## src/hw/rv_isa_pkg.sv

```systemverilog
package rv_isa_pkg;

  typedef logic [31:0] xlen_t;

  // major opcodes of the base integer set
  typedef enum logic [6:0] {
    opc_load     = 7'b0000011,
    opc_misc_mem = 7'b0001111,
    opc_op_imm   = 7'b0010011,
    opc_auipc    = 7'b0010111,
    opc_store    = 7'b0100011,
    opc_op       = 7'b0110011,
    opc_lui      = 7'b0110111,
    opc_branch   = 7'b1100011,
    opc_jalr     = 7'b1100111,
    opc_jal      = 7'b1101111,
    opc_system   = 7'b1110011
  } opcode_e;

  typedef struct packed {
    logic [6:0] funct7;
    logic [4:0] rs2;
    logic [4:0] rs1;
    logic [2:0] funct3;
    logic [4:0] rd;
    opcode_e    opcode;
  } r_fmt_t;

  typedef struct packed {
    logic [11:0] imm12;  // also the csr address
    logic [4:0]  rs1;
    logic [2:0]  funct3;
    logic [4:0]  rd;
    opcode_e     opcode;
  } i_fmt_t;

  typedef union packed {
    r_fmt_t r;
    i_fmt_t i;
  } instr_word_u;

  localparam logic [6:0] funct7_alt = 7'b0100000;  // sub, sra, srai

  // system words decoded as a whole
  localparam xlen_t instr_ecall  = 32'h00000073;
  localparam xlen_t instr_ebreak = 32'h00100073;
  localparam xlen_t instr_mret   = 32'h30200073;
  localparam xlen_t instr_wfi    = 32'h10500073;

  typedef logic [3:0] alu_op_t;
  localparam alu_op_t alu_add  = 4'd0;
  localparam alu_op_t alu_sub  = 4'd1;
  localparam alu_op_t alu_sll  = 4'd2;
  localparam alu_op_t alu_slt  = 4'd3;
  localparam alu_op_t alu_sltu = 4'd4;
  localparam alu_op_t alu_xor  = 4'd5;
  localparam alu_op_t alu_srl  = 4'd6;
  localparam alu_op_t alu_sra  = 4'd7;
  localparam alu_op_t alu_or   = 4'd8;
  localparam alu_op_t alu_and  = 4'd9;

  typedef logic [2:0] bcu_op_t;
  localparam bcu_op_t bcu_beq  = 3'd0;
  localparam bcu_op_t bcu_bne  = 3'd1;
  localparam bcu_op_t bcu_blt  = 3'd2;
  localparam bcu_op_t bcu_bge  = 3'd3;
  localparam bcu_op_t bcu_bltu = 3'd4;
  localparam bcu_op_t bcu_bgeu = 3'd5;

  typedef logic [2:0] lsu_op_t;
  localparam lsu_op_t lsu_lb  = 3'd0;
  localparam lsu_op_t lsu_lh  = 3'd1;
  localparam lsu_op_t lsu_lw  = 3'd2;
  localparam lsu_op_t lsu_lbu = 3'd3;
  localparam lsu_op_t lsu_lhu = 3'd4;
  localparam lsu_op_t lsu_sb  = 3'd5;
  localparam lsu_op_t lsu_sh  = 3'd6;
  localparam lsu_op_t lsu_sw  = 3'd7;

  typedef logic [1:0] csr_op_t;
  localparam csr_op_t csr_none = 2'd0;
  localparam csr_op_t csr_rw   = 2'd1;
  localparam csr_op_t csr_rs   = 2'd2;
  localparam csr_op_t csr_rc   = 2'd3;

endpackage

```

## src/hw/decode_pkg.sv

```systemverilog
package decode_pkg;

  import rv_isa_pkg::*;

  typedef struct packed {
    logic  ready;
    xlen_t pc;
    xlen_t instr;
  } fetch_slot_t;

  typedef struct packed {
    logic wren;
    logic rden1;
    logic rden2;
    logic cwren;
    logic crden;
    logic alunit;
    logic auipc;
    logic lui;
    logic jal;
    logic jalr;
    logic branch;
    logic load;
    logic store;
    logic nop;
    logic csreg;
    logic fence;
    logic ecall;
    logic ebreak;
    logic mret;
    logic wfi;
    logic valid;
    logic exception;
  } dec_ops_t;

  typedef struct packed {
    xlen_t       pc;
    xlen_t       npc;
    xlen_t       instr;
    logic [4:0]  waddr;
    logic [4:0]  raddr1;
    logic [4:0]  raddr2;
    logic [11:0] caddr;
    xlen_t       imm;
    dec_ops_t    op;
    alu_op_t     alu_op;
    bcu_op_t     bcu_op;
    lsu_op_t     lsu_op;
    csr_op_t     csr_op;
  } lane_t;

  // execute fence, trap, mret, predictor miss, writeback flush
  typedef struct packed {
    logic fence;
    logic trap;
    logic mret;
    logic pred_miss;
    logic wb_clear;
  } flush_t;

  // a slot with no instruction
  localparam fetch_slot_t bubble_slot = '{ready: 1'b0, pc: '1, instr: '0};

  localparam lane_t init_lane = '{pc: '1, default: '0};

endpackage

```

## src/hw/decode_register.sv

```systemverilog
`timescale 1ns/10ps

module decode_register #(
  parameter int LANES = 2
) (
  input  logic                          clock,
  input  logic                          reset,
  input  decode_pkg::lane_t [LANES-1:0] lanes,
  input  decode_pkg::flush_t            flush,
  output decode_pkg::lane_t [LANES-1:0] y,
  output decode_pkg::lane_t [LANES-1:0] q
);

  import decode_pkg::*;

  logic              clear;
  lane_t [LANES-1:0] r;
  logic  [LANES-1:0] q_valid;

  assign clear = flush.fence | flush.trap | flush.mret | flush.pred_miss | flush.wb_clear;

  always_comb begin
    for (int i = 0; i < LANES; i++) begin
      y[i] = clear ? init_lane : lanes[i];  // kill in the same cycle
    end
  end

  always_ff @(posedge clock) begin
    if (!reset) begin
      for (int i = 0; i < LANES; i++) begin
        r[i] <= init_lane;
      end
    end else begin
      r <= y;
    end
  end

  assign q = r;

  always_comb begin
    for (int i = 0; i < LANES; i++) begin
      q_valid[i] = q[i].op.valid;
    end
  end

  // a clear must still hide every lane one edge later
  clear_kills_q: assert property (@(posedge clock) disable iff (!reset)
    clear |=> (q_valid == '0));

  reset_empties_q: assert property (@(posedge clock)
    !reset |=> (q_valid == '0));

endmodule

```

## src/hw/decode_stage_top.sv

```systemverilog
`timescale 1ns/10ps

module decode_stage_top #(
  parameter int LANES = 2
) (
  input  logic                                clock,
  input  logic                                reset,
  input  decode_pkg::fetch_slot_t [LANES-1:0] fetch,
  input  decode_pkg::flush_t                  flush,
  output decode_pkg::lane_t       [LANES-1:0] y,
  output decode_pkg::lane_t       [LANES-1:0] q
);

  import decode_pkg::*;
  import rv_isa_pkg::*;

  fetch_slot_t [LANES-1:0] slots;
  xlen_t       [LANES-1:0] npc;
  lane_t       [LANES-1:0] lanes;

  fetch_unpack #(
    .LANES(LANES)
  ) u_unpack (
    .fetch(fetch),
    .slots(slots),
    .npc  (npc)
  );

  for (genvar i = 0; i < LANES; i++) begin : g_lane
    lane_decoder u_dec (
      .slot(slots[i]),
      .npc (npc[i]),
      .lane(lanes[i])
    );
  end

  decode_register #(
    .LANES(LANES)
  ) u_reg (
    .clock(clock),
    .reset(reset),
    .lanes(lanes),
    .flush(flush),
    .y    (y),
    .q    (q)
  );

endmodule

```

## src/hw/fetch_unpack.sv

```systemverilog
`timescale 1ns/10ps

module fetch_unpack #(
  parameter int LANES = 2
) (
  input  decode_pkg::fetch_slot_t [LANES-1:0] fetch,
  output decode_pkg::fetch_slot_t [LANES-1:0] slots,
  output rv_isa_pkg::xlen_t       [LANES-1:0] npc
);

  import decode_pkg::*;
  import rv_isa_pkg::*;

  xlen_t [LANES-1:0] ilen;

  always_comb begin
    for (int i = 0; i < LANES; i++) begin
      slots[i] = fetch[i].ready ? fetch[i] : bubble_slot;
    end
  end

  // instruction length from the two low bits, 11 means a full word
  always_comb begin
    for (int i = 0; i < LANES; i++) begin
      ilen[i] = (&slots[i].instr[1:0]) ? 32'd4 : 32'd2;
      npc[i] = slots[i].pc + ilen[i];  // wraps for a bubble
    end
  end

endmodule

```

## src/hw/lane_decoder.sv

```systemverilog
`timescale 1ns/10ps

module lane_decoder (
  input  decode_pkg::fetch_slot_t slot,
  input  rv_isa_pkg::xlen_t       npc,
  output decode_pkg::lane_t       lane
);

  import rv_isa_pkg::*;
  import decode_pkg::*;

  instr_word_u iw;
  dec_ops_t    ops;
  dec_ops_t    ops_out;
  xlen_t       imm;
  xlen_t       imm_i, imm_s, imm_b, imm_u, imm_j;
  alu_op_t     alu_op;
  bcu_op_t     bcu_op;
  lsu_op_t     lsu_op;
  csr_op_t     csr_op;
  logic        known;

  function automatic alu_op_t alu_sel(logic [2:0] funct3, logic alt);
    case (funct3)
      3'b000:  alu_sel = alt ? alu_sub : alu_add;
      3'b001:  alu_sel = alu_sll;
      3'b010:  alu_sel = alu_slt;
      3'b011:  alu_sel = alu_sltu;
      3'b100:  alu_sel = alu_xor;
      3'b101:  alu_sel = alt ? alu_sra : alu_srl;
      3'b110:  alu_sel = alu_or;
      default: alu_sel = alu_and;
    endcase
  endfunction

  assign iw = slot.instr;

  assign imm_i = {{20{iw.i.imm12[11]}}, iw.i.imm12};
  assign imm_s = {{20{iw.r.funct7[6]}}, iw.r.funct7, iw.r.rd};
  assign imm_b = {{20{iw.r.funct7[6]}}, iw.r.rd[0], iw.r.funct7[5:0], iw.r.rd[4:1], 1'b0};
  assign imm_u = {iw.i.imm12, iw.i.rs1, iw.i.funct3, 12'b0};
  assign imm_j = {{12{iw.i.imm12[11]}}, iw.i.rs1, iw.i.funct3, iw.i.imm12[0],
                  iw.i.imm12[10:1], 1'b0};

  always_comb begin
    ops = '0;
    imm = '0;
    alu_op = alu_add;
    bcu_op = bcu_beq;
    lsu_op = lsu_lb;
    csr_op = csr_none;
    known = 1'b1;
    case (iw.r.opcode)
      opc_lui: begin
        ops.lui = 1'b1;
        ops.wren = 1'b1;
        imm = imm_u;
      end
      opc_auipc: begin
        ops.auipc = 1'b1;
        ops.wren = 1'b1;
        imm = imm_u;
      end
      opc_jal: begin
        ops.jal = 1'b1;
        ops.wren = 1'b1;
        imm = imm_j;
      end
      opc_jalr: begin
        known = (iw.r.funct3 == 3'b000);
        ops.jalr = 1'b1;
        ops.wren = 1'b1;
        ops.rden1 = 1'b1;
        imm = imm_i;
      end
      opc_branch: begin
        ops.branch = 1'b1;
        ops.rden1 = 1'b1;
        ops.rden2 = 1'b1;
        imm = imm_b;
        case (iw.r.funct3)
          3'b000:  bcu_op = bcu_beq;
          3'b001:  bcu_op = bcu_bne;
          3'b100:  bcu_op = bcu_blt;
          3'b101:  bcu_op = bcu_bge;
          3'b110:  bcu_op = bcu_bltu;
          3'b111:  bcu_op = bcu_bgeu;
          default: known = 1'b0;
        endcase
      end
      opc_load: begin
        ops.load = 1'b1;
        ops.wren = 1'b1;
        ops.rden1 = 1'b1;
        imm = imm_i;
        case (iw.r.funct3)
          3'b000:  lsu_op = lsu_lb;
          3'b001:  lsu_op = lsu_lh;
          3'b010:  lsu_op = lsu_lw;
          3'b100:  lsu_op = lsu_lbu;
          3'b101:  lsu_op = lsu_lhu;
          default: known = 1'b0;
        endcase
      end
      opc_store: begin
        ops.store = 1'b1;
        ops.rden1 = 1'b1;
        ops.rden2 = 1'b1;
        imm = imm_s;
        case (iw.r.funct3)
          3'b000:  lsu_op = lsu_sb;
          3'b001:  lsu_op = lsu_sh;
          3'b010:  lsu_op = lsu_sw;
          default: known = 1'b0;
        endcase
      end
      opc_op_imm: begin
        ops.alunit = 1'b1;
        ops.wren = 1'b1;
        ops.rden1 = 1'b1;
        ops.nop = (iw.r.rd == 5'd0);  // hint, result dropped
        imm = imm_i;
        alu_op = alu_sel(iw.r.funct3, (iw.r.funct3 == 3'b101) && iw.r.funct7[5]);
        if (iw.r.funct3 == 3'b001) begin
          known = (iw.r.funct7 == 7'd0);
        end else if (iw.r.funct3 == 3'b101) begin
          known = (iw.r.funct7 == 7'd0) || (iw.r.funct7 == funct7_alt);
        end
      end
      opc_op: begin
        ops.alunit = 1'b1;
        ops.wren = 1'b1;
        ops.rden1 = 1'b1;
        ops.rden2 = 1'b1;
        alu_op = alu_sel(iw.r.funct3, iw.r.funct7[5]);
        known = (iw.r.funct7 == 7'd0) ||
                (iw.r.funct7 == funct7_alt &&
                 (iw.r.funct3 == 3'b000 || iw.r.funct3 == 3'b101));  // only sub and sra
      end
      opc_misc_mem: begin
        ops.fence = 1'b1;  // fence and fence.i
        known = (iw.r.funct3[2:1] == 2'b00);
      end
      opc_system: begin
        if (iw.r.funct3 == 3'b000) begin
          case (slot.instr)
            instr_ecall:  ops.ecall = 1'b1;
            instr_ebreak: ops.ebreak = 1'b1;
            instr_mret:   ops.mret = 1'b1;
            instr_wfi:    ops.wfi = 1'b1;
            default:      known = 1'b0;
          endcase
        end else begin
          ops.csreg = 1'b1;
          ops.wren = 1'b1;
          ops.rden1 = ~iw.r.funct3[2];
          ops.crden = (iw.r.funct3[1:0] != 2'b01) || (iw.r.rd != 5'd0);
          ops.cwren = (iw.r.funct3[1:0] == 2'b01) || (iw.r.rs1 != 5'd0);
          imm = {27'd0, iw.r.rs1};  // uimm for the immediate forms
          csr_op = csr_op_t'(iw.r.funct3[1:0]);
          known = (iw.r.funct3 != 3'b100);
        end
      end
      default: known = 1'b0;
    endcase
  end

  // a ready word that does not decode still travels as a trap
  always_comb begin
    ops_out = known ? ops : '0;
    ops_out.valid = slot.ready;
    ops_out.exception = slot.ready & ~known;
  end

  always_comb begin
    lane.pc = slot.pc;
    lane.npc = npc;
    lane.instr = slot.instr;
    lane.waddr = iw.r.rd;
    lane.raddr1 = iw.r.rs1;
    lane.raddr2 = iw.r.rs2;
    lane.caddr = iw.i.imm12;
    lane.imm = known ? imm : '0;
    lane.op = ops_out;
    lane.alu_op = known ? alu_op : alu_add;
    lane.bcu_op = known ? bcu_op : bcu_beq;
    lane.lsu_op = known ? lsu_op : lsu_lb;
    lane.csr_op = known ? csr_op : csr_none;
  end

endmodule

```

## config.mk

```make
export PLATFORM = sky130hd
export DESIGN_NAME = decode_stage_top
export DESIGN_NICKNAME = d
export VERILOG_FILES = /design/src/hw/rv_isa_pkg.sv /design/src/hw/decode_pkg.sv /design/src/hw/decode_register.sv /design/src/hw/decode_stage_top.sv /design/src/hw/fetch_unpack.sv /design/src/hw/lane_decoder.sv
export SDC_FILE = /design/constraint.sdc
export NUM_CORES = 1
export LEC_CHECK = 0
export ABC_AREA = 0
export ABC_CLOCK_PERIOD_IN_PS = 9000
export BUFFER_PORTS_ARGS = -buffer_cell sky130_fd_sc_hd__buf_2
export CORE_AREA = 2 2 345 347
export CTS_BUF_LIST = sky130_fd_sc_hd__clkbuf_8
export CTS_CLUSTER_SIZE = 8
export DETAILED_ROUTE_END_ITERATION = 7
export DIE_AREA = 0 0 347 349
export PLACE_DENSITY_LB_ADDON = 0.12
export SYNTH_ARGS = -nofsm -noshare
export SYNTH_HDL_FRONTEND = slang
export SYNTH_SLANG_ARGS = --single-unit
export TNS_END_PERCENT = 30
```

## constraint.sdc

```tcl
create_clock -name clock -period 9 [get_ports clock]
set_clock_uncertainty 0.15 [all_clocks]
set_input_delay 1.8 -clock clock [delete_from_list [all_inputs] [get_ports clock]]
set_output_delay 1.8 -clock clock [all_outputs]
set_load 0.05 [all_outputs]
```

After elaboration in Yosys (flattened, before gate mapping) --
Index checks and enable logic that the tools add are counted.
Storage, ports and cells: register bits 378, RAM bits 0, bits in read-only memories 0, logic and storage cells 296, memories 0, latch bits 0
Cells by class: bitwise operators 10, shift operators 0, reduce and logical (&&, ||, !) cells 50, muxes and demuxes 114, equal/unequal tests 52, divide/modulo/power cells 0, multipliers 0, add/subtract/negate cells 2, order comparisons 0
Operators with widths (number):
- $pmux 32 s6 | 2
- $mux 189 | 2
- $mux 65 | 2
- $pmux 4 s7 | 4
- $add 32x32->32 | 2
- $eq 32x21->1 const B | 2
- $eq 32x29->1 const B | 2
- $eq 32x30->1 const B | 2
- $eq 32x7->1 const B | 2
- $mux 32 | 2
- $eq 7x6->1 const B | 8
- $eq 7x7->1 const B | 8
- $mux 1 | 56
- $mux 22 | 2
- $pmux 3 s5 | 2
- $eq 7x5->1 const B | 4
- $eq 3x3->1 const B | 8
- $mux 2 | 12
- $mux 3 | 8
- $mux 4 | 6
- $pmux 3 s4 | 2
- $reduce_or 3->1 | 8
- $reduce_or 6->1 | 4
- $reduce_bool 5->1 | 4
- 27 further kinds | 74

Depth between registers and ports, before layout --
depth in word-level cells 9, gate-level depth with buffers 14

Modules after synthesis --
A second synthesis with hierarchy kept.
Unflattened totals: cell total of the unflattened synthesis 2545, area, all modules 23620.2 sq um
By module, submodules not included:
- decode_register | cells each 1402, times used 1, area each 16233.1 sq um, sequential area each 7567.3 sq um
- lane_decoder | cells each 356, times used 2, area each 2371.0 sq um, sequential area each 0.0 sq um
- fetch_unpack | cells each 431, times used 1, area each 2645.0 sq um, sequential area each 0.0 sq um

Worst setup path after synthesis --
OpenSTA, ideal clock, no wires.
path type input -> output, start point input fetch[129] (netlist name), end point output y[335] (netlist name), cell stages on the path 13, arrival 5.339 ns, slack 1.711 ns, buffers on the path 5, cell sequence clkbuf_1 clkbuf_1 clkbuf_1 buf_1 nand2b_1 ha_1 inv_1 fa_1 clkbuf_1 a21o_1 nor2_1 xnor2_1 a211oi_1
RTL lines:
- from (decl) | line decode_stage_top.sv:8 | input decode_pkg::fetch_slot_t [LANES-1:0] fetch,
- to (decl) | line decode_stage_top.sv:10 | output decode_pkg::lane_t [LANES-1:0] y,

==> metrics <==
placed insts 4145; # clock sinks 324; post-route ant nets 0; I/O Buffers 892; first-pass GRT wire length 144000 µm; cts repair resizes 0; post-CTS setup buffer count 0; prevailing post-synth register cell dfxtp_1; status complete, no violations; Worst VDD drop 80.3 µV; power per standard cell area 162 mW/mm²; Final Cycle Share 79.8%; CTS tree yes; H-tree Lvls 3; main combinational cell family by area after synthesis simple AND/OR/NAND/NOR gates; Net Count, Synth 2106; Final min period 7.18 ns; max FFs per register 324; Hold-fix buffers, CTS 0; post-layout net count 2827; via count 17958; required time of the worst setup path 7.05 ns; core area 0.117 mm²; Placer Congestion 0.818; Starting Density 13.3%; Fin. Hold Viols 0; syn avg cell area 7.94 µm²; Fmax 139 MHz; vias in the first global route 17677; drt first pass iters 5; share of cells above drive strength 1 39.1%; Leak 0.0105 µW; Distinct cells, synth 75; Setup TNS 0 ns; pre-CTS setup slack 1.77 ns; vias per cell 4.20; Simple-Gate Fraction of Synth Area 35.1%; Compound-Gate Fraction of Synth Area 11.3%; Setup WS post-layout 1.82 ns; Mapped Cells 1963; Worst setup SP type input port; Post-Synth Adder-Cell Area 0.578%; die area 0.121 mm²; Die X 347 µm; CP Data Arrival Time 5.23 ns; final core utilization 19.0%; worst-margin pin slew 1.06 ns; clock tree buffer depth 3; cts bufs inserted 73; # rows 126; register area share after synthesis 41.6%; initial antenna violation count 8; Yosys warning count 0; Area Growth Syn to Fin 43.2%; final setup vio count 0; Hold Slack 1.18 ns; mux share of post-synthesis cell area 0.466%; Slew HR 28.9%; crit end category output pin; asr flop ratio synth 0%; DRC violations left 0; clock root cell clkbuf_8; Die H 349 µm; Tot GR Track Use 16.5%; Max Slew Vio Count 0; HP Class in -> reg; Worst Path Max Fanout 61; number of enable flip-flop cells after synthesis 0; RSZ-0062 raised after global routing false; largest net degree at the start of global routing 140; total global routing overflow 0; drt initial violations 1010; WL final 105000 µm; wire per inst 24.6 µm; Synth Cell Area 0.0156 mm²; DP HPWL 80500 µm; Max Cap Viol 0; post-route insts no fill 4278; Seq cells post-synth 324; xor/xnor share of the synthesized area 0.618%; Setup CP Type in -> out; Clock transition at path regs 0.06 ns; IO Pins 893
==> path summary, 6_finish.rpt <==
| path | startpoint | end | slack [ns] | cells after the start |
|---|---|---|---|---|
| max | fetch[64] | y[154] | 1.82 | 13 |
| min | fetch[32] | u_reg.q[157]$_SDFF_PN1_ | 1.18 | 3 |
==> stage by stage <==
step                power (µW)  area, µm²
floorplan                 1680      15600
CTS                       3710      22300
global route              3790      22300
finish                    3610      22300
detailed placement        1860      20800
global placement          1870      20800
==> worst max-delay path, stage by stage <==
cell and delay (ns):
buf_4 0.47, inv_2 0.23, nor2_1 0.50, inv_1 0.10, ha_1 0.26, fa_1 0.54, o21ai_1 0.12, buf_4 0.23
nor2_1 0.05, mux2_2 0.25, a21oi_1 0.32, nor2_1 0.06, buf_2 0.24
==> kinds of logic after synthesis <==
logic type,after synthesis
simple gates,1037
flops,324
buf+inv,314
compound gates,264
xor+xnor,11
mux,7
fa+ha+maj,6
==> Yosys cell counts (all sizes together) (9+ instances only) <==
| cell type | count | area, µm² |
|---|---|---|
| a31oi | 13 | 81.3 |
| nand3 | 46 | 230 |
| a21oi | 80 | 400 |
| and3 | 141 | 882 |
| clkbuf | 146 | 549 |
| buf | 132 | 937 |
| a21o | 13 | 97.6 |
| nand2 | 164 | 616 |
| and2 | 35 | 219 |
| nor2 | 203 | 762 |
| o211ai | 14 | 110 |
| nor4 | 20 | 125 |
| nand2b | 17 | 106 |
| nand4 | 20 | 125 |
| nor3 | 196 | 1040 |
| and4 | 9 | 78.8 |
| o21ai | 50 | 250 |
| nor2b | 15 | 93.8 |
| o311ai | 12 | 105 |
| nor3b | 29 | 218 |
| inv | 35 | 131 |
| dfxtp | 324 | 6490 |
| or3 | 107 | 669 |
==> layout make-up <==
class	instances	area, µm²
flip-flops and latches	324	6490
inverters	36	135
well taps	1536	1920
clock inverters	34	234
diodes	7	17.5
multi-input cells	1325	7530
fillers	13468	95100
clock buffers	92	1270
repair buffers	924	4730
==> routing by layer <==
layer | global-route usage [%] | vias up | share of wire (%) | wire (µm)
li1 | - | 8259 | - | -
met1 | 20.8 | 8843 | 44 | 45900
met2 | 27.6 | 739 | 48 | 50000
met3 | 4.29 | 115 | 6.6 | 6990
met4 | 4.76 | 2 | 2.2 | 2290
met5 | 0 | - | 0.015 | 16
==> power breakdown <==
part / switching (µW) / internal [µW]
sequential: 1.31 / 1440
clock: 779 / 1000
combinational: 301 / 89.0
total: 1080 / 2530
==> layout by cell type (no fill, tap or decap), types with 6 or more instances in the layout <==
cell type / n
nor3_2: 14
dfxtp_1: 324
clkinv_2: 9
and3_1: 141
nand2b_1: 16
nor4_1: 20
buf_4: 32
nand2_1: 163
inv_1: 51
o311ai_0: 12
a21oi_1: 80
nor3_1: 182
a211o_1: 6
or3_1: 107
nand4_1: 20
a211oi_1: 8
and2_1: 35
diode_2: 7
or4_1: 8
buf_2: 890
o21a_1: 6
o211ai_1: 13
clkbuf_8: 92
a21o_1: 13
nor3b_1: 29
a31oi_1: 13
o21ai_0: 49
a22oi_1: 6
xnor2_1: 8
o31ai_1: 8
nand3_1: 46
and4_1: 9
nor2_1: 202
nor4b_1: 7
nor2b_1: 14
Power figures use the tool's default switching activity.
